[config.mk]
export PLATFORM = sky130hd
export DESIGN_NAME = tx_mode_ctrl
export DESIGN_NICKNAME = d
export VERILOG_FILES = /design/src/common/tlk_line_pkg.sv /design/src/hdl/tx_mode_ctrl.sv
export SDC_FILE = /design/constraint.sdc
export NUM_CORES = 1
export LEC_CHECK = 0
export BUFFER_PORTS_ARGS = -buffer_cell sky130_fd_sc_hd__buf_2
export CORE_ASPECT_RATIO = 1.75
export CORE_MARGIN = 8
export CORE_UTILIZATION = 37
export CTS_CLUSTER_DIAMETER = 50
export DETAILED_ROUTE_END_ITERATION = 8
export PLACE_DENSITY = 0.67
export SKIP_CTS_REPAIR_TIMING = 1
export SLEW_MARGIN = 20
export SYNTH_ARGS = -nofsm -noshare
export SYNTH_HDL_FRONTEND = slang
export SYNTH_SLANG_ARGS = --single-unit
export TNS_END_PERCENT = 5
[constraint.sdc]
create_clock -name clk -period 1.43 [get_ports clk]
set_input_delay 0.143 -clock clk [delete_from_list [all_inputs] [get_ports clk]]
set_output_delay 0.143 -clock clk [all_outputs]
set_load 0.1 [all_outputs]
[src/common/tlk_line_pkg.sv]
// TLK2711 line definitions
package tlk_line_pkg;

    //////////////////////////////////////////////////
    // line word types
    //////////////////////////////////////////////////

    // low byte goes out on the line first
    typedef logic [15:0] line_word_t;

    // number of line words held in the TX FIFO
    typedef logic [15:0] line_level_t;

    typedef enum logic [3:0]
    {
        MODE_NORM     = 4'd0,
        MODE_LOOPBACK = 4'd1,
        MODE_KCODE    = 4'd2,
        MODE_TEST     = 4'd3
    } tx_mode_e;

    //////////////////////////////////////////////////
    // line characters
    //////////////////////////////////////////////////

    // comma pair
    localparam logic [7:0] COMMA_K28_5 = 8'hBC;
    localparam logic [7:0] COMMA_D5_6  = 8'hC5;

    // start of frame
    localparam logic [7:0] SOF_K27_7 = 8'hFB;
    localparam logic [7:0] SOF_K28_2 = 8'h5C;

    // end of frame
    localparam logic [7:0] EOF_K30_7 = 8'hFE;
    localparam logic [7:0] EOF_K29_7 = 8'hFD;

    // full line words, comma carries a K flag on the low byte only
    localparam line_word_t COMMA_WORD = {COMMA_D5_6, COMMA_K28_5};
    localparam line_word_t SOF_WORD   = {SOF_K28_2, SOF_K27_7};
    localparam line_word_t EOF_WORD   = {EOF_K29_7, EOF_K30_7};

endpackage

[src/hdl/tx_mode_ctrl.sv]
// TLK2711 mode control
`timescale 1ns/100ps

module tx_mode_ctrl
(
    input  logic                     clk,
    input  logic                     i_soft_reset,
    input  tlk_line_pkg::tx_mode_e   i_tx_mode,
    input  logic                     i_tx_start,
    input  tlk_line_pkg::line_word_t i_frm_txd,
    input  logic                     i_frm_tk_msb,
    input  logic                     i_frm_tk_lsb,
    output tlk_line_pkg::tx_mode_e   o_tx_mode,
    output tlk_line_pkg::line_word_t o_txd,
    output logic                     o_tk_msb,
    output logic                     o_tk_lsb,
    output logic                     o_enable,
    output logic                     o_loopen,
    output logic                     o_lckrefn
);

    import tlk_line_pkg::*;

    typedef enum logic [1:0] {PAT_COMMA1, PAT_COMMA2, PAT_SOF, PAT_COUNT} pat_state_e;

    tx_mode_e   tx_mode;
    pat_state_e pat_state;
    logic [4:0] pat_cnt;
    logic       pattern_mode;
    line_word_t pat_word;
    logic       pat_tk_msb;
    logic       pat_tk_lsb;

    assign o_tx_mode    = tx_mode;
    assign pattern_mode = (tx_mode == MODE_LOOPBACK) || (tx_mode == MODE_TEST);

    //////////////////////////////////////////////////
    // mode latch and chip pins
    //////////////////////////////////////////////////

    always_ff @(posedge clk)
    begin
        if (i_soft_reset)
        begin
            tx_mode   <= MODE_NORM;
            o_enable  <= 1'b0;
            o_loopen  <= 1'b0;
            o_lckrefn <= 1'b0;
        end
        else
        begin
            if (i_tx_start)
                tx_mode <= i_tx_mode;
            o_enable  <= 1'b1;
            o_lckrefn <= 1'b1;
            // internal chip loopback only
            o_loopen  <= (tx_mode == MODE_LOOPBACK);
        end
    end

    //////////////////////////////////////////////////
    // test pattern
    //////////////////////////////////////////////////

    always_ff @(posedge clk)
    begin
        if (i_soft_reset || i_tx_start)
        begin
            pat_state <= PAT_COMMA1;
            pat_cnt   <= '0;
        end
        else if (pattern_mode)
        begin
            case (pat_state)
                PAT_COMMA1: pat_state <= PAT_COMMA2;
                PAT_COMMA2: pat_state <= PAT_SOF;
                PAT_SOF:    pat_state <= PAT_COUNT;
                default:    pat_cnt   <= pat_cnt + 1'b1;
            endcase
        end
    end

    always_comb
    begin
        pat_word   = {3'b000, pat_cnt, 3'b000, pat_cnt};
        pat_tk_msb = 1'b0;
        pat_tk_lsb = 1'b0;
        case (pat_state)
            PAT_COMMA1, PAT_COMMA2:
            begin
                pat_word   = COMMA_WORD;
                pat_tk_lsb = 1'b1;
            end
            PAT_SOF:
            begin
                pat_word   = SOF_WORD;
                pat_tk_msb = 1'b1;
                pat_tk_lsb = 1'b1;
            end
            default:
                pat_word = {3'b000, pat_cnt, 3'b000, pat_cnt};
        endcase
    end

    //////////////////////////////////////////////////
    // line output select
    //////////////////////////////////////////////////

    always_ff @(posedge clk)
    begin
        if (i_soft_reset)
        begin
            o_txd    <= '0;
            o_tk_msb <= 1'b0;
            o_tk_lsb <= 1'b0;
        end
        else if (pattern_mode)
        begin
            o_txd    <= pat_word;
            o_tk_msb <= pat_tk_msb;
            o_tk_lsb <= pat_tk_lsb;
        end
        else if (tx_mode == MODE_KCODE)
        begin
            o_txd    <= SOF_WORD;
            o_tk_msb <= 1'b1;
            o_tk_lsb <= 1'b1;
        end
        else
        begin
            o_txd    <= i_frm_txd;
            o_tk_msb <= i_frm_tk_msb;
            o_tk_lsb <= i_frm_tk_lsb;
        end
    end

endmodule

# ---- Word level (Yosys, flattened, before mapping)
# Index checks and enable logic that the tools add are counted.
dict set report totals {
  word_cells 34
  inputBits 25
  ff_bits 31
  output_inout_bits 25
  rom_bits 0
  n_memories 0
  latch_bits 0
  ramBits 0
}
dict set report op_classes {
  magnitude_cmp 0
  n_reduce_logical 8
  multipliers 0
  shifts 0
  n_div 0
  add_sub_neg 1
  bitwise_logic 1
  eq_ne 5
  mux 11
}
# operator count
set op_table {}
lappend op_table {{16-bit two-way mux} 2}
lappend op_table {{16-bit case mux with 2 select lines} 1}
lappend op_table {{4-bit by 2-bit == test with 1-bit output (second input constant)} 2}
lappend op_table {{1-bit two-way mux} 7}
lappend op_table {{2-bit case mux with 3 select lines} 1}
lappend op_table {{5-bit by 1-bit adder with 5-bit output (second input constant)} 1}
lappend op_table {{4-bit by 1-bit == test with 1-bit output (second input constant)} 1}
lappend op_table {{2-bit AND reduction} 2}
lappend op_table {{3-bit nonzero test} 1}
lappend op_table {{3-bit OR reduction} 1}
lappend op_table {{2-bit by 1-bit == test with 1-bit output (second input constant)} 1}
lappend op_table {{2-bit == test (second input constant)} 1}
lappend op_table {{2-bit zero test} 1}
lappend op_table {{1-bit logical OR} 2}
lappend op_table {{2-bit OR reduction} 1}
lappend op_table {{1-bit inverter} 1}

# ---- Depth between registers and ports, before layout
dict set report depth {
  depth_word 4
  mapped_depth 5
  ltp_nobuf 5
}

# ---- Worst setup path before layout
# Ideal clock, no wire load.
dict set report synth_timing {
  path_type {register to register}
  from {register tx_mode[0] (netlist: o_tx_mode[0])}
  to {register o_txd[15]}
  setup_ns 0.070
  path_buffers 1
  t_required_ns 1.360
  synth_period_minus_slack_ns 2.083
  stages_incl_launch_ff 5
  slack_ns -0.653
  arrival_time_ns 2.013
  cell_sequence {dfxtp_1 -> or3b_1 -> buf_6 -> or3_1 -> a21oi_1}
}
dict set report synth_via {
  elab_chain_cells 3
  elab_cells_between_ends 6
  classes_between {eq/ne (3); mux (2); reduce/logical (1)}
}
# element line_no
set synth_lines {}
lappend synth_lines {{start: declaration} tx_mode_ctrl.sv:26} ;# tx_mode_e tx_mode;
lappend synth_lines {{start signal: assignment} tx_mode_ctrl.sv:53} ;# tx_mode <= i_tx_mode;
lappend synth_lines {{4-bit by 2-bit == test with 1-bit output (tied with other cells)} tx_mode_ctrl.sv:123} ;# else if (tx_mode == MODE_KCODE)
lappend synth_lines {{16-bit two-way mux / 1-bit logical OR (equally long branches)} {tx_mode_ctrl.sv:123, tx_mode_ctrl.sv:35}}
lappend synth_lines {{16-bit two-way mux *} tx_mode_ctrl.sv:117} ;# else if (pattern_mode)
lappend synth_lines {{end signal: assignment} tx_mode_ctrl.sv:119} ;# o_txd <= pat_word;
lappend synth_lines {{end signal: assignment} tx_mode_ctrl.sv:131} ;# o_txd <= i_frm_txd;
lappend synth_lines {{end: declaration} tx_mode_ctrl.sv:14} ;# output tlk_line_pkg::line_word_t o_txd,
# Mark *: on every way between the ends. The rest lies on a longest branch, timed or not.
# A chain may end at the register's enable or synchronous reset.

# ---- Worst setup path in the final report
dict set report layout_timing {
  from {register tx_mode[3] (netlist: o_tx_mode[3])}
  to {register o_txd[14]}
}
# Same word-level chain as after synthesis.

==> metrics.txt <==
clk_lat worst skew=around 280 ps; min-delay src=i_frm_txd[13]; Tmin final=around 1400 ps; Worst Clk Skew=4.621 ps; worst min-delay path class=input pin to flip-flop; Crit Path Max Fanout=7; Worst-Margin Slew=494.2 ps; total gr overflow=0; PortBufs=between 40 and 50; CTS tree=built; MaxCap Viol Count=0; Placeable Area=0.003398 mm^2; wire per inst=14.71 um; hold depth=2; antenna cells=0; clock buffer count from CTS=5; DR pass1 iterations=4; vias in the first global route=1265; initial antenna violation count=0; # rows=28; Post-Syn Instances=about 140; Die Wd=roughly 60 um; Reg2Reg Depth=4; commonest non-fill, non-tap cells in the layout=buf_2, dfxtp_1, a21oi_1; kind of critical path=flip-flop to flip-flop; Final #Nets=233; Die Y=94.83 um; Final WS setup=40.86 ps; Peak VDD IR=0.7585 mV; status=finished, final reports clean; DR iter-0 viols=25; maximum clock rate=719.9 MHz; io pins=50; Slew HR=67.28%; synthesized flop and latch total=31; pwr dens=1260 mW/mm^2; Remaining DRCs=0; vias per inst=4.939; post-DP HPWL=2938 um; largest net degree at the start of global routing=24; Synth Area per Inst=a little over 9 um^2; Arrival @ worst endpoint=1550 ps; sequential share of the synthesized area=~47%; RR Startpoint=o_tx_mode[3]; leakage=0.8548 nW; post-layout total power=0.002273 W; Die Area=0.005789 mm^2; RSZ-0062 raised after global routing=yes; clock sinks=31; clock buffer depth=2; Placer Congestion=0.8644; # H-tree levels=2; WL final=3634 um; vias after detailed routing=1220; Worst Hold End=o_txd[13]; Post-Syn Area=0.001314 mm^2; R2R setup slack=40 ps; Reg2Reg Capture Point=o_txd[14]; first-pass GRT wire length=5644 um; layout cell share with drive strength beyond 1=between 40% and 50%; Ys Warns=0; crit end category=flip-flop; Required @ worst endpoint=~1600 ps; commonest non-fill, non-tap cell in the layout=buf_2; Cell variety after synth=32; Clk pin slew, worst setup/hold paths=60 ps; crit start category=flip-flop; Routed Antenna Nets=0; synth-to-layout area growth=37.33%; Initial Util=38.66%; FILL cells=339; fin crit share=~97%; TNS Setup=0 ps; pre-CTS WS=-48.10 ps; Final Max Slew Viols=0; GRT Overall Usage=12.97%; Setup Viol. Count Final=0; Final Hold Viols=0; clk root buf=clkbuf_8; Mapped Nets=176
cell type report:
cell class	instances	area, um^2	share of cell area [%]
Sequential cell	31	640.6	35.51
Inverter	9	33.78	1.872
Multi-Input combinational cell	95	653.1	36.20
Tap cell	45	56.30	3.121
Clock buffer	8	100.1	5.548
Timing Repair Buffer	59	320.3	17.75
layer usage:
layer | share of wire [%] | wire, um | GRT usage [%] | vias up
li1 | - | - | - | 611
met1 | 35 | 1259 | 11.30 | 570
met2 | 57 | 2074 | 24.04 | 35
met3 | 7.0 | 254 | 4.905 | 4
met4 | 1.2 | 45 | 6.654 | 0
met5 | 0 | 0 | 0 | -
how the worst max path moves through the flow:
| stage | from | endpoint | cells after the start |
|---|---|---|---|
| final | o_tx_mode[3] | o_txd[14] | 4 |
| after global routing | pat_state[1] | pat_cnt[3] | 4 |
| after CTS | o_tx_mode[3] | o_txd[11] | 3 |
| after detailed placement | o_tx_mode[3] | o_txd[11] | 3 |
| after global placement | o_tx_mode[3] | o_txd[0] | 3 |
| after floorplan | o_tx_mode[0] | o_txd[15] | 4 |
registers in the layout (all words and copies together) (netlist names):
| name | cells |
|---|---|
| o_lckrefn | 1 |
| pat_cnt | 5 |
| o_tk_lsb | 1 |
| o_loopen | 1 |
| o_txd | 16 |
| o_tk_msb | 1 |
| o_tx_mode | 4 |
| pat_state | 2 |
synthesized netlist by cell type:
library cell	number	share of area, %
dfxtp_1	31	47
a211oi_1	4	2.3
nor3_1	1	0.38
o311ai_0	2	1.3
a21oi_1	15	5.7
xor2_1	1	0.67
buf_6	1	0.86
ha_1	7	6.7
or4b_1	1	0.76
clkbuf_1	7	2.0
and3_1	1	0.48
nor2_1	13	3.7
o21ai_0	8	3.0
inv_1	9	2.6
or4bb_1	1	0.86
a21boi_0	1	0.57
nand2_1	10	2.9
nand3_1	5	1.9
nor3b_2	1	0.95
or3_1	4	1.9
buf_4	1	0.57
nand4bb_1	1	0.86
or2_2	2	0.95
nor2b_1	1	0.48
or2_0	1	0.48
or3b_1	1	0.67
mux2i_1	6	4.6
nand2b_1	2	0.95
nor4b_1	1	0.67
a221oi_1	3	2.0
o21a_1	1	0.57
a31oi_1	1	0.48
per-stage QoR:
step / utilization [%] / instance area, um^2 / std cells / hold slack [ps]
finish: 53.09 / 1804 / 247 / 102.2
global route: 53.09 / 1804 / 247 / 93.57
CTS: 51.80 / 1760 / 247 / 99.78
detailed placement: 48.86 / 1660 / 239 / 391.3
global placement: 48.86 / 1660 / 239 / 378.4
floorplan: - / 1329 / 144 / 277.4
power breakdown:
group	internal [W]	switching (W)	total (W)
clock network	0.000438	0.000299	0.000737
logic	0.000123	0.000481	0.000603
registers	0.000910	0.0000220	0.000932
total	0.00147	0.000801	0.00227
worst max-delay path: stages (launching register included):
cell and delay (ps):
dfxtp_4 370, buf_4 150, or4bb_4 570, o21ai_1 110, a21oi_1 80
cells by family after synthesis:
group	synth area share, %
compound gates	16.00
flops	47.24
simple gates	18.86
mux	4.572
fa+ha+maj	6.666
buf+inv	6.000
xor+xnor	0.6668
No activity file was read; power rests on OpenSTA's default activity.
