File: config.mk
export PLATFORM = sky130hd
export DESIGN_NAME = tx_framer
export DESIGN_NICKNAME = d
export VERILOG_FILES = /design/src/common/tlk_line_pkg.sv /design/src/common/tx_frame_pkg.sv /design/src/tx_framer/tx_framer.sv
export SDC_FILE = /design/constraint.sdc
export NUM_CORES = 1
export LEC_CHECK = 0
export ABC_AREA = 1
export BUFFER_PORTS_ARGS = -buffer_cell sky130_fd_sc_hd__buf_2
export CORE_ASPECT_RATIO = 0.75
export CORE_MARGIN = 2
export CORE_UTILIZATION = 26
export CTS_CLUSTER_DIAMETER = 30
export CTS_CLUSTER_SIZE = 24
export DETAILED_ROUTE_END_ITERATION = 8
export PLACE_DENSITY = 0.42
export RECOVER_POWER = 100
export SLEW_MARGIN = 20
export SYNTH_ARGS = -nofsm -noshare
export SYNTH_HDL_FRONTEND = slang
export SYNTH_SLANG_ARGS = --single-unit
File: constraint.sdc
create_clock -name clk -period 3.9 [get_ports clk]
set_clock_uncertainty 0.05 [all_clocks]
set_input_delay 0.78 -clock clk [delete_from_list [all_inputs] [get_ports clk]]
set_output_delay 0.78 -clock clk [all_outputs]
set_load 0.02 [all_outputs]
File: src/common/tlk_line_pkg.sv
// TLK2711 line definitions
package tlk_line_pkg;

    //////////////////////////////////////////////////
    // line word types
    //////////////////////////////////////////////////

    // low byte goes out on the line first
    typedef logic [15:0] line_word_t;

    // number of line words held in the TX FIFO
    typedef logic [15:0] line_level_t;

    typedef enum logic [3:0]
    {
        MODE_NORM     = 4'd0,
        MODE_LOOPBACK = 4'd1,
        MODE_KCODE    = 4'd2,
        MODE_TEST     = 4'd3
    } tx_mode_e;

    //////////////////////////////////////////////////
    // line characters
    //////////////////////////////////////////////////

    // comma pair
    localparam logic [7:0] COMMA_K28_5 = 8'hBC;
    localparam logic [7:0] COMMA_D5_6  = 8'hC5;

    // start of frame
    localparam logic [7:0] SOF_K27_7 = 8'hFB;
    localparam logic [7:0] SOF_K28_2 = 8'h5C;

    // end of frame
    localparam logic [7:0] EOF_K30_7 = 8'hFE;
    localparam logic [7:0] EOF_K29_7 = 8'hFD;

    // full line words, comma carries a K flag on the low byte only
    localparam line_word_t COMMA_WORD = {COMMA_D5_6, COMMA_K28_5};
    localparam line_word_t SOF_WORD   = {SOF_K28_2, SOF_K27_7};
    localparam line_word_t EOF_WORD   = {EOF_K29_7, EOF_K30_7};

endpackage

File: src/common/tx_frame_pkg.sv
// TX frame layout
package tx_frame_pkg;

    // payload length in bytes
    typedef logic [15:0] byte_len_t;

    // frame index inside a file
    typedef logic [15:0] frame_num_t;

    //////////////////////////////////////////////////
    // header and sign bytes
    //////////////////////////////////////////////////

    localparam logic [7:0] FRAME_HEAD0 = 8'h16;
    localparam logic [7:0] FRAME_HEAD1 = 8'hE1;
    localparam logic [7:0] FRAME_HEAD2 = 8'h90;
    localparam logic [7:0] FRAME_HEAD3 = 8'hEB;

    // data type
    localparam logic [7:0] TX_IND   = 8'h81;
    // marks the last frame of a file
    localparam logic [7:0] FILE_END = 8'h01;

    typedef enum logic [3:0]
    {
        IDLE,
        BEGIN,
        SYNC,
        WAIT_DATA,
        SOF,
        HEAD,
        SIGN,
        FNUM,
        DLEN,
        DATA,
        CHECK,
        EOF,
        GAP
    } framer_state_e;

endpackage

File: src/tx_framer/tx_framer.sv
// TLK2711 normal-mode framer
`timescale 1ns/100ps

module tx_framer
#(
    parameter int SYNC_CYCLES = 100000,
    parameter int GAP_CYCLES  = 257
)
(
    input  logic                      clk,
    input  logic                      i_soft_reset,
    input  tlk_line_pkg::tx_mode_e    i_tx_mode,
    input  logic                      i_tx_start,
    input  tx_frame_pkg::byte_len_t   i_tx_packet_body,
    input  tx_frame_pkg::byte_len_t   i_tx_packet_tail,
    input  tx_frame_pkg::frame_num_t  i_tx_body_num,
    input  tlk_line_pkg::line_level_t i_line_level,
    input  tlk_line_pkg::line_word_t  i_rd_word,
    output logic                      o_rd_en,
    output tlk_line_pkg::line_word_t  o_txd,
    output logic                      o_tk_msb,
    output logic                      o_tk_lsb,
    output logic                      o_tx_interrupt
);

    import tlk_line_pkg::*;
    import tx_frame_pkg::*;

    localparam int SYNC_W = $clog2(SYNC_CYCLES + 1);
    localparam int GAP_W  = $clog2(GAP_CYCLES + 1);
    localparam logic [SYNC_W-1:0] SYNC_LAST = SYNC_W'(SYNC_CYCLES - 1);
    localparam logic [GAP_W-1:0]  GAP_LAST  = GAP_W'(GAP_CYCLES - 1);

    framer_state_e     state;
    framer_state_e     state_nxt;
    frame_num_t        frame_cnt;
    byte_len_t         valid_dlen;
    byte_len_t         next_dlen;
    byte_len_t         data_words;
    byte_len_t         data_cnt;
    byte_len_t         chk_cnt;
    logic [SYNC_W-1:0] sync_cnt;
    logic [GAP_W-1:0]  gap_cnt;
    logic              head_sel;
    logic              last_frame;
    logic              next_last;
    logic              gap_done;
    logic [1:0]        irq_dly;
    line_word_t        txd_nxt;
    logic              tk_msb_nxt;
    logic              tk_lsb_nxt;

    // length of the frame about to start
    assign next_last  = (frame_cnt == i_tx_body_num);
    assign next_dlen  = next_last ? i_tx_packet_tail : i_tx_packet_body;
    assign data_words = valid_dlen >> 1;
    assign gap_done   = (state == GAP) && (gap_cnt == GAP_LAST);
    assign o_rd_en    = (state == DATA);

    //////////////////////////////////////////////////
    // next state and line word
    //////////////////////////////////////////////////

    always_comb
    begin
        state_nxt  = state;
        txd_nxt    = '0;
        tk_msb_nxt = 1'b0;
        tk_lsb_nxt = 1'b0;
        case (state)
            IDLE:
            begin
                if (i_tx_start)
                    state_nxt = BEGIN;
            end
            BEGIN:
                state_nxt = SYNC;
            SYNC, WAIT_DATA, GAP:
            begin
                txd_nxt    = COMMA_WORD;
                tk_lsb_nxt = 1'b1;
                if (state == SYNC && sync_cnt == SYNC_LAST)
                    state_nxt = WAIT_DATA;
                // whole frame body must be buffered, data goes out without stalls
                if (state == WAIT_DATA && i_line_level >= (next_dlen >> 1))
                    state_nxt = SOF;
                if (gap_done)
                    state_nxt = last_frame ? IDLE : WAIT_DATA;
            end
            SOF:
            begin
                txd_nxt    = SOF_WORD;
                tk_msb_nxt = 1'b1;
                tk_lsb_nxt = 1'b1;
                state_nxt  = HEAD;
            end
            HEAD:
            begin
                txd_nxt = head_sel ? {FRAME_HEAD3, FRAME_HEAD2} : {FRAME_HEAD1, FRAME_HEAD0};
                if (head_sel)
                    state_nxt = SIGN;
            end
            SIGN:
            begin
                txd_nxt   = {(last_frame ? FILE_END : 8'h00), TX_IND};
                state_nxt = FNUM;
            end
            FNUM:
            begin
                txd_nxt   = frame_cnt;
                state_nxt = DLEN;
            end
            DLEN:
            begin
                txd_nxt   = valid_dlen;
                state_nxt = (data_words == '0) ? CHECK : DATA;
            end
            DATA:
            begin
                txd_nxt = i_rd_word;
                if (data_cnt == data_words - 1'b1)
                    state_nxt = CHECK;
            end
            CHECK:
            begin
                txd_nxt   = chk_cnt;
                state_nxt = EOF;
            end
            EOF:
            begin
                txd_nxt    = EOF_WORD;
                tk_msb_nxt = 1'b1;
                tk_lsb_nxt = 1'b1;
                state_nxt  = GAP;
            end
            default:
                state_nxt = IDLE;
        endcase
        // any mode other than normal takes the line away from the framer
        if (state != IDLE && i_tx_mode != MODE_NORM)
            state_nxt = IDLE;
    end

    //////////////////////////////////////////////////
    // registers
    //////////////////////////////////////////////////

    always_ff @(posedge clk)
    begin
        if (i_soft_reset)
        begin
            state          <= IDLE;
            o_txd          <= '0;
            o_tk_msb       <= 1'b0;
            o_tk_lsb       <= 1'b0;
            irq_dly        <= '0;
            o_tx_interrupt <= 1'b0;
        end
        else
        begin
            state    <= state_nxt;
            o_txd    <= txd_nxt;
            o_tk_msb <= tk_msb_nxt;
            o_tk_lsb <= tk_lsb_nxt;
            // delayed to land one cycle after the last gap word on the pins
            irq_dly        <= {irq_dly[0], gap_done & last_frame};
            o_tx_interrupt <= irq_dly[1];
        end
    end

    always_ff @(posedge clk)
    begin
        if (i_soft_reset)
        begin
            frame_cnt  <= '0;
            sync_cnt   <= '0;
            gap_cnt    <= '0;
            data_cnt   <= '0;
            chk_cnt    <= '0;
            head_sel   <= 1'b0;
            last_frame <= 1'b0;
        end
        else
        begin
            case (state)
                BEGIN:
                begin
                    frame_cnt <= '0;
                    sync_cnt  <= '0;
                end
                SYNC:
                    sync_cnt <= sync_cnt + 1'b1;
                WAIT_DATA:
                begin
                    valid_dlen <= next_dlen;
                    last_frame <= next_last;
                end
                SOF:
                begin
                    head_sel <= 1'b0;
                    chk_cnt  <= '0;
                end
                HEAD:
                    head_sel <= ~head_sel;
                SIGN, FNUM:
                    chk_cnt <= chk_cnt + 16'd2;
                DLEN:
                begin
                    chk_cnt  <= chk_cnt + 16'd2;
                    data_cnt <= '0;
                end
                DATA:
                begin
                    chk_cnt  <= chk_cnt + 16'd2;
                    data_cnt <= data_cnt + 1'b1;
                end
                EOF:
                begin
                    frame_cnt <= frame_cnt + 1'b1;
                    gap_cnt   <= '0;
                end
                GAP:
                    gap_cnt <= gap_cnt + 1'b1;
                default:
                    chk_cnt <= chk_cnt;
            endcase
        end
    end

endmodule

# After elaboration in Yosys (flattened, before gate mapping)
# Cells that the tools add are included.
# totals
reg_bits	117
input_bits	87
out_inout_bits	20
wordCells	86
# classes
add_sub_neg	6
order_cmp	1
n_eq_ne	20
n_mux	21
bitwise	3
n_reduce_logical	21
# op_table
operator	count
one-hot mux 16 bit (9 select lines)	1
one-hot mux 16 bit (2 select lines)	3
one-hot mux 4 bit (11 select lines)	1
one-hot mux 17 bit (2 select lines)	1
adder 16 x 1 -> 16 bit, second input constant	2
== test 16 bit	2
two-way mux 4 bit	6
== test 4 bit, second input constant	5
one-hot mux 9 bit (2 select lines)	1
adder 17 x 1 -> 17 bit, second input constant	1
== test 17 bit, second input constant	1
adder 16 x 2 -> 16 bit, second input constant	1
== test 4 x 3 -> 1 bit, second input constant	4
greater-or-equal comparator 16 x 15 -> 1 bit	1
zero test 16 bit	1
two-way mux 16 bit	1
subtractor 15 x 1 -> 16 bit, second input constant	1
two-way mux 12 bit	1
nonzero test 2 bit	6
adder 9 x 1 -> 9 bit, second input constant	1
== test 9 bit, second input constant	1
== test 4 x 2 -> 1 bit, second input constant	2
nonzero test 4 bit	2
OR reduction 5 bit	1
other kinds (16)	25

# Depth between registers and ports, before layout
# Gate-level depths: netlist (run 1).
# depth
word_depth	7
ltp_mapped	24
ltp_nobuf	22

# Least setup slack after synthesis (run 1)
# OpenSTA, ideal clock, no wires.
# synth_timing
kind	input port to flip-flop
from	in i_tx_body_num[2]
to	reg state[1]
setup_ns	0.115
arrival_time_ns	3.002
t_required_ns	3.735
slack_ns	0.732
path_stages	18
path_buffers	1
path_cell_list	xor2_1 > nor4_1 > nand4_1 > clkbuf_1 > nand2_1 > o21ai_1 > ha_1 > inv_1 > nor2_1 > nand3_1 > nor3_1 > nand2_1 > nand2_1 > nand2_1 > a21oi_4 > nand3_1 > nand2_1 > nor2_1
# synth_via
elab_chain_cells	7
word_cells_on_any_way	9
cone_classes	1 x order compare; 2 x eq/ne; 4 x mux; 2 x reduce/logical
# synth_lines
element	line	text
start, declared	tx_framer.sv:16	input tx_frame_pkg::frame_num_t i_tx_body_num,
== test 16 bit *	tx_framer.sv:54	assign next_last = (frame_cnt == i_tx_body_num);
two-way mux 16 bit *	tx_framer.sv:55	assign next_dlen = next_last ? i_tx_packet_tail : i_tx_packet_body;
greater-or-equal comparator 16 x 15 -> 1 bit *	tx_framer.sv:85	if (state == WAIT_DATA && i_line_level >= (next_dlen >> 1))
logical AND 1 bit *	tx_framer.sv:85	
two-way mux 4 bit	tx_framer.sv:85	
two-way mux 4 bit	tx_framer.sv:87	if (gap_done)
one-hot mux 4 bit (11 select lines)	tx_framer.sv:70	case (state)
end signal, assigned	tx_framer.sv:161	state <= state_nxt;
end, declared	tx_framer.sv:34	framer_state_e state;
# Mark *: on every way between the ends. The rest lies on a longest branch, timed or not.
# A chain may end at the register's enable or synchronous reset.

# Final worst setup path (run 1)
# layout_timing
from	reg frame_cnt[0]
to	reg state[3]
# layout_via
elab_chain_cells	7
word_cells_on_any_way	9
cone_classes	1 x order compare; 2 x eq/ne; 4 x mux; 2 x reduce/logical
# layout_lines
element	line	text
start, declared	tx_framer.sv:36	frame_num_t frame_cnt;
start signal, assigned	tx_framer.sv:219	frame_cnt <= frame_cnt + 1'b1;
== test 16 bit *	tx_framer.sv:54	
two-way mux 16 bit *	tx_framer.sv:55	
greater-or-equal comparator 16 x 15 -> 1 bit *	tx_framer.sv:85	
logical AND 1 bit *	tx_framer.sv:85	
two-way mux 4 bit	tx_framer.sv:85	
two-way mux 4 bit	tx_framer.sv:87	
one-hot mux 4 bit (11 select lines)	tx_framer.sv:70	
# Marks and branches as above.

==> results of run 1 <==
worst reg2reg max path: cells and delay by family (launching register included):
family                     cells  cell delay, ns
AOI/OAI and AO/OA              2            0.36
xor gates and xnor gates       1            0.11
adders and majority gates      1            0.28
buffers and inverters          2            0.28
DFF                            1            0.49
and+or+nand+nor               12            1.78
final cells by class:
class                   instances  share of cell area
inverters                     152              0.0677
clock inverters                13              0.0183
multi-input cells             708               0.444
well taps                     344              0.0507
repair buffers                124              0.0750
clock buffers                  19              0.0522
flip-flops and latches        116               0.292
placed cells by master (no fill, tap or decap), types with 3 or more instances in the layout:
| cell | instances |
|---|---|
| a311oi_1 | 3 |
| nor2_2 | 3 |
| o21ai_0 | 53 |
| clkbuf_1 | 24 |
| nor4_1 | 6 |
| a21o_1 | 3 |
| ha_1 | 26 |
| nand2_1 | 214 |
| bufinv_16 | 3 |
| edfxtp_1 | 16 |
| a221oi_1 | 12 |
| clkinv_2 | 4 |
| and3_1 | 3 |
| a41oi_1 | 4 |
| dfxtp_1 | 100 |
| a22oi_1 | 10 |
| a31oi_1 | 7 |
| nand3_1 | 66 |
| buf_4 | 12 |
| clkbuf_16 | 17 |
| nor2_1 | 98 |
| a211oi_1 | 19 |
| buf_2 | 87 |
| nand2_2 | 3 |
| a21oi_1 | 78 |
| inv_4 | 3 |
| xor2_1 | 20 |
| nor3_1 | 30 |
| nand4_1 | 12 |
| xnor2_1 | 9 |
| inv_1 | 146 |
| o22ai_1 | 9 |
power by group through the flow:
stage               Sequential, uW  Combinational (uW)  Clock (uW)
floorplan                     1390                 723           0
detailed placement            1370                1150           0
CTS                           1340                1150        1660
global route                  1350                1220        1720
global placement              1370                1160           0
finish                        1340                1090        1630
path summary, 6_finish.rpt:
| check | from | end | slack, ns | cells past startpoint |
|---|---|---|---|---|
| setup / recovery | frame_cnt[0]$_SDFFE_PP0P_ | state[3]$_SDFFE_PP0P_ | 0.45 | 18 |
| hold / removal | irq_dly[1]$_SDFF_PP0_ | o_tx_interrupt$_SDFF_PP0_ | 0.36 | 2 |
| setup reg to reg | frame_cnt[0]$_SDFFE_PP0P_ | state[3]$_SDFFE_PP0P_ | 0.45 | 18 |
| hold reg to reg | irq_dly[1]$_SDFF_PP0_ | o_tx_interrupt$_SDFF_PP0_ | 0.36 | 2 |
state kept, by name, indices dropped and copies added, names as in the netlist:
name	cells
head_sel	1
data_cnt	16
gap_cnt	9
irq_dly	2
chk_cnt	15
state	4
sync_cnt	17
last_frame	1
o_tk_lsb	1
frame_cnt	16
o_tk_msb	1
o_tx_interrupt	1
valid_dlen	16
o_txd	16
routing by layer:
metal	global-route usage	up-vias
met5	0	-
met4	0.0458	0
met3	0.0323	15
met2	0.243	185
met1	0.262	3185
li1	-	3591
logic make-up after synthesis:
| logic type | Yosys count |
|---|---|
| xor+xnor | 29 |
| fa+ha+maj | 26 |
| simple gates | 443 |
| flops | 116 |
| buf+inv | 179 |
| compound gates | 210 |
through the flow:
step                      cells   util  worst slack (ns)
after floorplan            1003      -             0.732
after global placement     1444  0.305            0.0723
after detailed placement   1444  0.305           0.00380
after CTS                  1476  0.327             0.403
after global routing       1476  0.324             0.111
final                      1476  0.324             0.450
==> run_results.csv, run 1 <==
group,metric,value,unit
critical_path,crit_type,"flip-flop to flip-flop",
synthesis,synth_common_cells,"nand2_1 (211), inv_1 (146), dfxtp_1 (100)",
power_and_ir_drop,p_seq_frac,0.329,
synthesis,synth_top_area_frac,0.286,
drt,drtIter0Drc,513,
job,maxCapViolCount,1,
drt,ant_nets,0,
drt,wl,23900,um
floorplanning,die_w,193,um
synthesis,synth-edff-count,16,
drt,viasPerCell,4.73,
placed_design,place_area,7990,um2
cells_and_area,antenna_cells,0,
synthesis,synth_area_leaders,"dfxtp_1 (29%), nand2_1 (11%), inv_1 (7.8%), edfxtp_1 (6.9%), a21oi_1 (5.6%)",
placed_design,dp_hpwl,18200,um
clock_tree,clock_path_buffers,2,
clock_tree,insertion_delay,0.43,ns
drt,vias,6976,
synthesis,synthMuxAreaShare,0,
grt,first_global_vias,6509,
floorplanning,ios,107,
critical_path,cpMostUsedCell,"nand2_1",
drt,dr_wl_met2,9490,um
timing,period_share,0.885,
floorplanning,initial_utilization,0.267,
timing,tns,0,ns
placed_design,gp_congestion,0.820,
floorplanning,placementRows,51,
critical_path,crit_chain,"xor2_1 > nor4_1 > nand4_1 > buf_12 > nand2_1 > o21ai_1 > ha_1 > inv_1 > nor2_1 > nand3_1 > nor3_1 > nand2_1 > nand2_1 > nand2_1 > a21oi_4 > nand3_1 > nand2_1 > nor2_1",
clock_tree,cts_resized,0,
synthesis,synth_top_family_by_area,"simple AND/OR/NAND/NOR gates",
drt,wl_per_cell,16.2,um
clock_tree,cts_setup_buffers,0,
critical_path,cp_max_fo,33,
clock_tree,hold_buffers,0,
grt,antenna_found_initial,0,
drt,drc,0,
critical_path,crit_required,4.17,ns
timing,max_freq,0.290,GHz
critical_path,worstSetupStartpointType,"flip-flop",
cells_and_area,drive_gt1_frac,0.134,
cells_and_area,fillers,2865,
drt,first_pass_iters,6,
timing,whs,0.358,ns
timing,max_slew_margin,-0.818,
timing,fin_crit,3.45,ns
hold_path,min_path_type,"flip-flop to flip-flop",
timing,slew_violations,48,
power_and_ir_drop,internal_power,2610,uW
clock_tree,cts_buffers,17,
timing,hold_viol_final,0,
synthesis,synth_cell_types,52,
synthesis,synth_compound_area_frac,0.183,
clock_tree,htreeDepth,4,
critical_path,cp.buffers_inverters,2,
synthesis,yosys.area_share.simple,0.280,
synthesis,ys_seq_area_frac,0.355,
critical_path,cp_slowest_cell,"dfxtp_1",
timing,tightest_slew,2.73,ns
grt,grt_max_degree,48,
timing,finalSetupViolations,0,
power_and_ir_drop,clkPwrFrac,0.402,
synthesis,syn_area,6990,um2
synthesis,synthAdderAreaFrac,0.0465,
power_and_ir_drop,p_comb_frac,0.269,
synthesis,ys.flop_type,"dfxtp_1",
clock_tree,cts_tree,"done",
synthesis,synthArstFlopShare,0,
outcome,status,"finished, violations left",
timing,rsz0062_at_grt,"false",
synthesis,yosys_register_bits,116,
outcome,violations,"max-capacitance violations, max-slew violations",
drt,routed-wl-met3,1260,um
grt,grt_usage,0.172,
cells_and_area,synthToLayoutAreaGrowth,21.4,%
power_and_ir_drop,finalPower,4060,uW
placed_design,port_buffers,106,
power_and_ir_drop,ir_drop,0.000364,V
grt,grt-ovfl-total,0,
critical_path,cp.arrival,3.72,ns
cells_and_area,multi_input_area,3760,um2
floorplanning,die-area,28200,um2
synthesis,synth_top_area_cell,"dfxtp_1",
clock_tree,cts_root_buf,"clkbuf_16",
floorplanning,die_h,146,um
power_and_ir_drop,p_sw_frac,0.359,
critical_path,cp-end-kind,"flip-flop",
synthesis,synth_nets,1116,
synthesis,synth_xor_area_frac,0.0363,
power_and_ir_drop,p_leak,0.00347,uW
cells_and_area,regArea,2480,um2
power_and_ir_drop,p_switching,1460,uW
grt,grt_pass1_wl,37700,um
clock_tree,cts.sinks,116,
synthesis,synth_cells,1003,
drt,routed.top_layer,"met4",
cells_and_area,final_area,8490,um2
synthesis,synth.most_common_cell,"nand2_1",
cells_and_area,fin_nets,1232,
power_and_ir_drop,powerDensity,479,nW/um2
synthesis,yosys_warnings,0,
critical_path,max_stage_delay,0.49,ns
synthesis,synth_area_per_cell,6.97,um2
drt,wl_met1,12900,um
critical_path,cpLargestDelayFamily,"simple AND/OR/NAND/NOR gates",
floorplanning,core-area,26200,um2
clock_tree,clk_pin_slew,0.06,ns
Note: power is estimated with default switching activity, not from simulation.
==> inputs of run 2 (changes only) <==
--- a/config.mk
+++ b/config.mk
@@ -5,7 +5,7 @@
 export SDC_FILE = /design/constraint.sdc
 export NUM_CORES = 1
 export LEC_CHECK = 0
-export ABC_AREA = 1
+export ABC_AREA = 0
 export BUFFER_PORTS_ARGS = -buffer_cell sky130_fd_sc_hd__buf_2
 export CORE_ASPECT_RATIO = 0.75
 export CORE_MARGIN = 2
==> constraint.sdc (replaced) <==
create_clock -name clk -period 3.7 [get_ports clk]
set_clock_uncertainty 0.05 [all_clocks]
set_input_delay 0.74 -clock clk [delete_from_list [all_inputs] [get_ports clk]]
set_output_delay 0.74 -clock clk [all_outputs]
set_load 0.02 [all_outputs]
==> run_results.csv, run 2 <==
group,metric,value,unit
timing,period_share,0.962,
power_and_ir_drop,ir_drop,0.000307,V
synthesis,yosys_register_bits,116,
cells_and_area,antenna_cells,0,
cells_and_area,largest-register,"sync_cnt",
drt,ant_nets,0,
critical_path,crit_required,4.00,ns
cells_and_area,utilization,0.336,
job,maxCapViolCount,1,
timing,hold_viol_final,0,
synthesis,syn_area,6820,um2
cells_and_area,synthToLayoutAreaGrowth,27.7,%
drt,drc,0,
outcome,violations,"max-capacitance violations, max-slew violations",
drt,wl_per_cell,17.1,um
cells_and_area,largest_register_ffs,17,
clock_tree,clock_path_buffers,2,
hold_path,hold_depth,1,
critical_path,rr_worst_depth,14,
power_and_ir_drop,finalPower,3550,uW
clock_tree,insertion_delay,0.42,ns
drt,routed.top_layer,"met4",
grt,grt-ovfl-total,0,
drt,routed-wl-met3,1230,um
placed_design,gp_congestion,0.822,
cells_and_area,layout_common_cells,"nor2_1 (103), dfxtp_1 (100), buf_2 (86)",
synthesis,synth_common_cells,"nor2_1 (103), dfxtp_1 (100), a21oi_1 (67), nand2_1 (67), nand3_1 (55)",
timing,slew_violations,71,
synthesis,ys_seq_area_frac,0.364,
critical_path,worstSetupStartpointType,"input port",
floorplanning,die-area,27600,um2
timing,fin_crit,3.56,ns
drt,first_pass_iters,5,
power_and_ir_drop,powerDensity,407,nW/um2
floorplanning,die_w,191,um
floorplanning,die_h,144,um
placed_design,port_buffers,106,
cells_and_area,fin_nets,1077,
synthesis,yosys_warnings,0,
outcome,status,"finished, violations left",
power_and_ir_drop,p_leak,0.00319,uW
floorplanning,ios,107,
floorplanning,core-area,25900,um2
synthesis,synth_area_per_cell,8.26,um2
critical_path,crit_type,"input port to flip-flop",
synthesis,synth_area_leaders,"dfxtp_1 (29%), edfxtp_1 (7.0%), nor2_1 (5.7%), a21oi_1 (4.9%), ha_1 (4.8%)",
floorplanning,placementRows,51,
grt,antenna_found_initial,0,
synthesis,synthArstFlopShare,0,
timing,finalSetupViolations,0,
clock_tree,cts_buffers,17,
clock_tree,cts_root_buf,"clkbuf_16",
hold_path,min_path_type,"flip-flop to flip-flop",
critical_path,cp_max_fo,6,
drt,wl,22600,um
cells_and_area,fillers,2831,
cells_and_area,layout_commonest_cell,"nor2_1",
critical_path,cp.arrival,3.86,ns
timing,rsz0062_at_grt,"true",
drt,dr_wl_met2,8970,um
critical_path,cp-end-kind,"flip-flop",
synthesis,synth_cell_types,63,
cells_and_area,final_area,8710,um2
floorplanning,initial_utilization,0.263,
synthesis,synth_nets,939,
timing,tightest_slew,1.62,ns
synthesis,synth_top_area_frac,0.293,
synthesis,synth_cells,826,
drt,wl_met1,12100,um
timing,max_freq,0.281,GHz
synthesis,ys.flop_type,"dfxtp_1",
clock_tree,htreeDepth,4,
grt,grt_pass1_wl,35100,um
grt,first_global_vias,5984,
placed_design,dp_hpwl,17100,um
clock_tree,cts_tree,"done",
synthesis,synth_top_area_cell,"dfxtp_1",
synthesis,synth-edff-count,16,
placed_design,place_area,8030,um2
clock_tree,cts.sinks,116,
drt,drtIter0Drc,534,
drt,vias,6558,
cells_and_area,drive_gt1_frac,0.227,
drt,viasPerCell,4.96,
grt,grt_usage,0.168,
clock_tree,clk_pin_slew,0.06,ns
grt,grt_max_degree,71,
synthesis,synth.most_common_cell,"nor2_1",
timing,max_slew_margin,-0.0785,
[run 2: kinds of logic (layout without fill, tap and decap cells)]
logic type | after synthesis | count (layout) | synth area share
flip-flops | 116 | 116 | 0.364
buffers and inverters | 70 | 221 | 0.0424
XOR/XNOR | 35 | 35 | 0.0449
multiplexers | 38 | 38 | 0.0592
AO/OA/AOI/OAI | 184 | 184 | 0.175
AND/OR/NAND/NOR | 357 | 357 | 0.267
adder cells (fa/ha/maj) | 26 | 26 | 0.0477
[run 2: final cells by class]
type	count	area [um2]	area share
Clock buffer	23	468	0.0537
Clock inverter	9	104	0.0119
Inverter	29	109	0.0125
Multi-Input combinational cell	640	4190	0.481
Sequential cell	116	2480	0.285
Tap cell	344	430	0.0494
Timing Repair Buffer	160	928	0.107
[run 2: final timing paths]
kind | from | endpoint | slack (ns)
worst max-delay path | i_tx_body_num[5] | state[3]$_SDFFE_PP0P_ | 0.14
worst min-delay path | irq_dly[1]$_SDFF_PP0_ | o_tx_interrupt$_SDFF_PP0_ | 0.39
worst max register to register | frame_cnt[9]$_SDFFE_PP0P_ | state[3]$_SDFFE_PP0P_ | 0.19
worst min register to register | irq_dly[1]$_SDFF_PP0_ | o_tx_interrupt$_SDFF_PP0_ | 0.39
[run 2: stage by stage]
step | hold WS [ns] | worst slack [ns] | setup TNS (ns) | instances
global placement | 0.370 | -0.456 | -1.77 | 1287
global route | 0.421 | -0.0250 | -0.0578 | 1321
CTS | 0.400 | 0.0124 | 0 | 1319
detailed placement | 0.397 | -0.412 | -1.62 | 1287
floorplan | 0.364 | -0.0700 | -0.253 | 826
finish | 0.391 | 0.141 | 0 | 1321
[run 2: report_power, final]
part	internal, uW	switching, uW	leakage [uW]
logic	214	367	0.00196
clock network	1020	601	0.000285
registers	1300	42.8	0.000949
[run 2: timing repair]
item / CTS / global route
resized for setup: 0 / 24
pin swaps: 2 / 12
endpoints found under the setup margin: 3 / 4
buffers inserted: 0 / 3
hold buffers: 0 / 0
[run 2: critical path: stages]
cell and delay [ns]:
buf_2 0.10, xnor2_1 0.13, nand4_1 0.23, nor4_4 0.36
buf_12 0.18, buf_6 0.15, mux2i_4 0.27, ha_4 0.24
a2111oi_4 0.38, o41ai_2 0.14, a211oi_2 0.24, nor3_2 0.09
o22a_2 0.29, a21oi_4 0.18, o2bb2ai_1 0.12
[run 2: metal layers]
metal	vias up	GRT usage
li1	3292	-
met1	3060	0.263
met2	185	0.226
met3	21	0.0347
met4	0	0.0437
met5	-	0
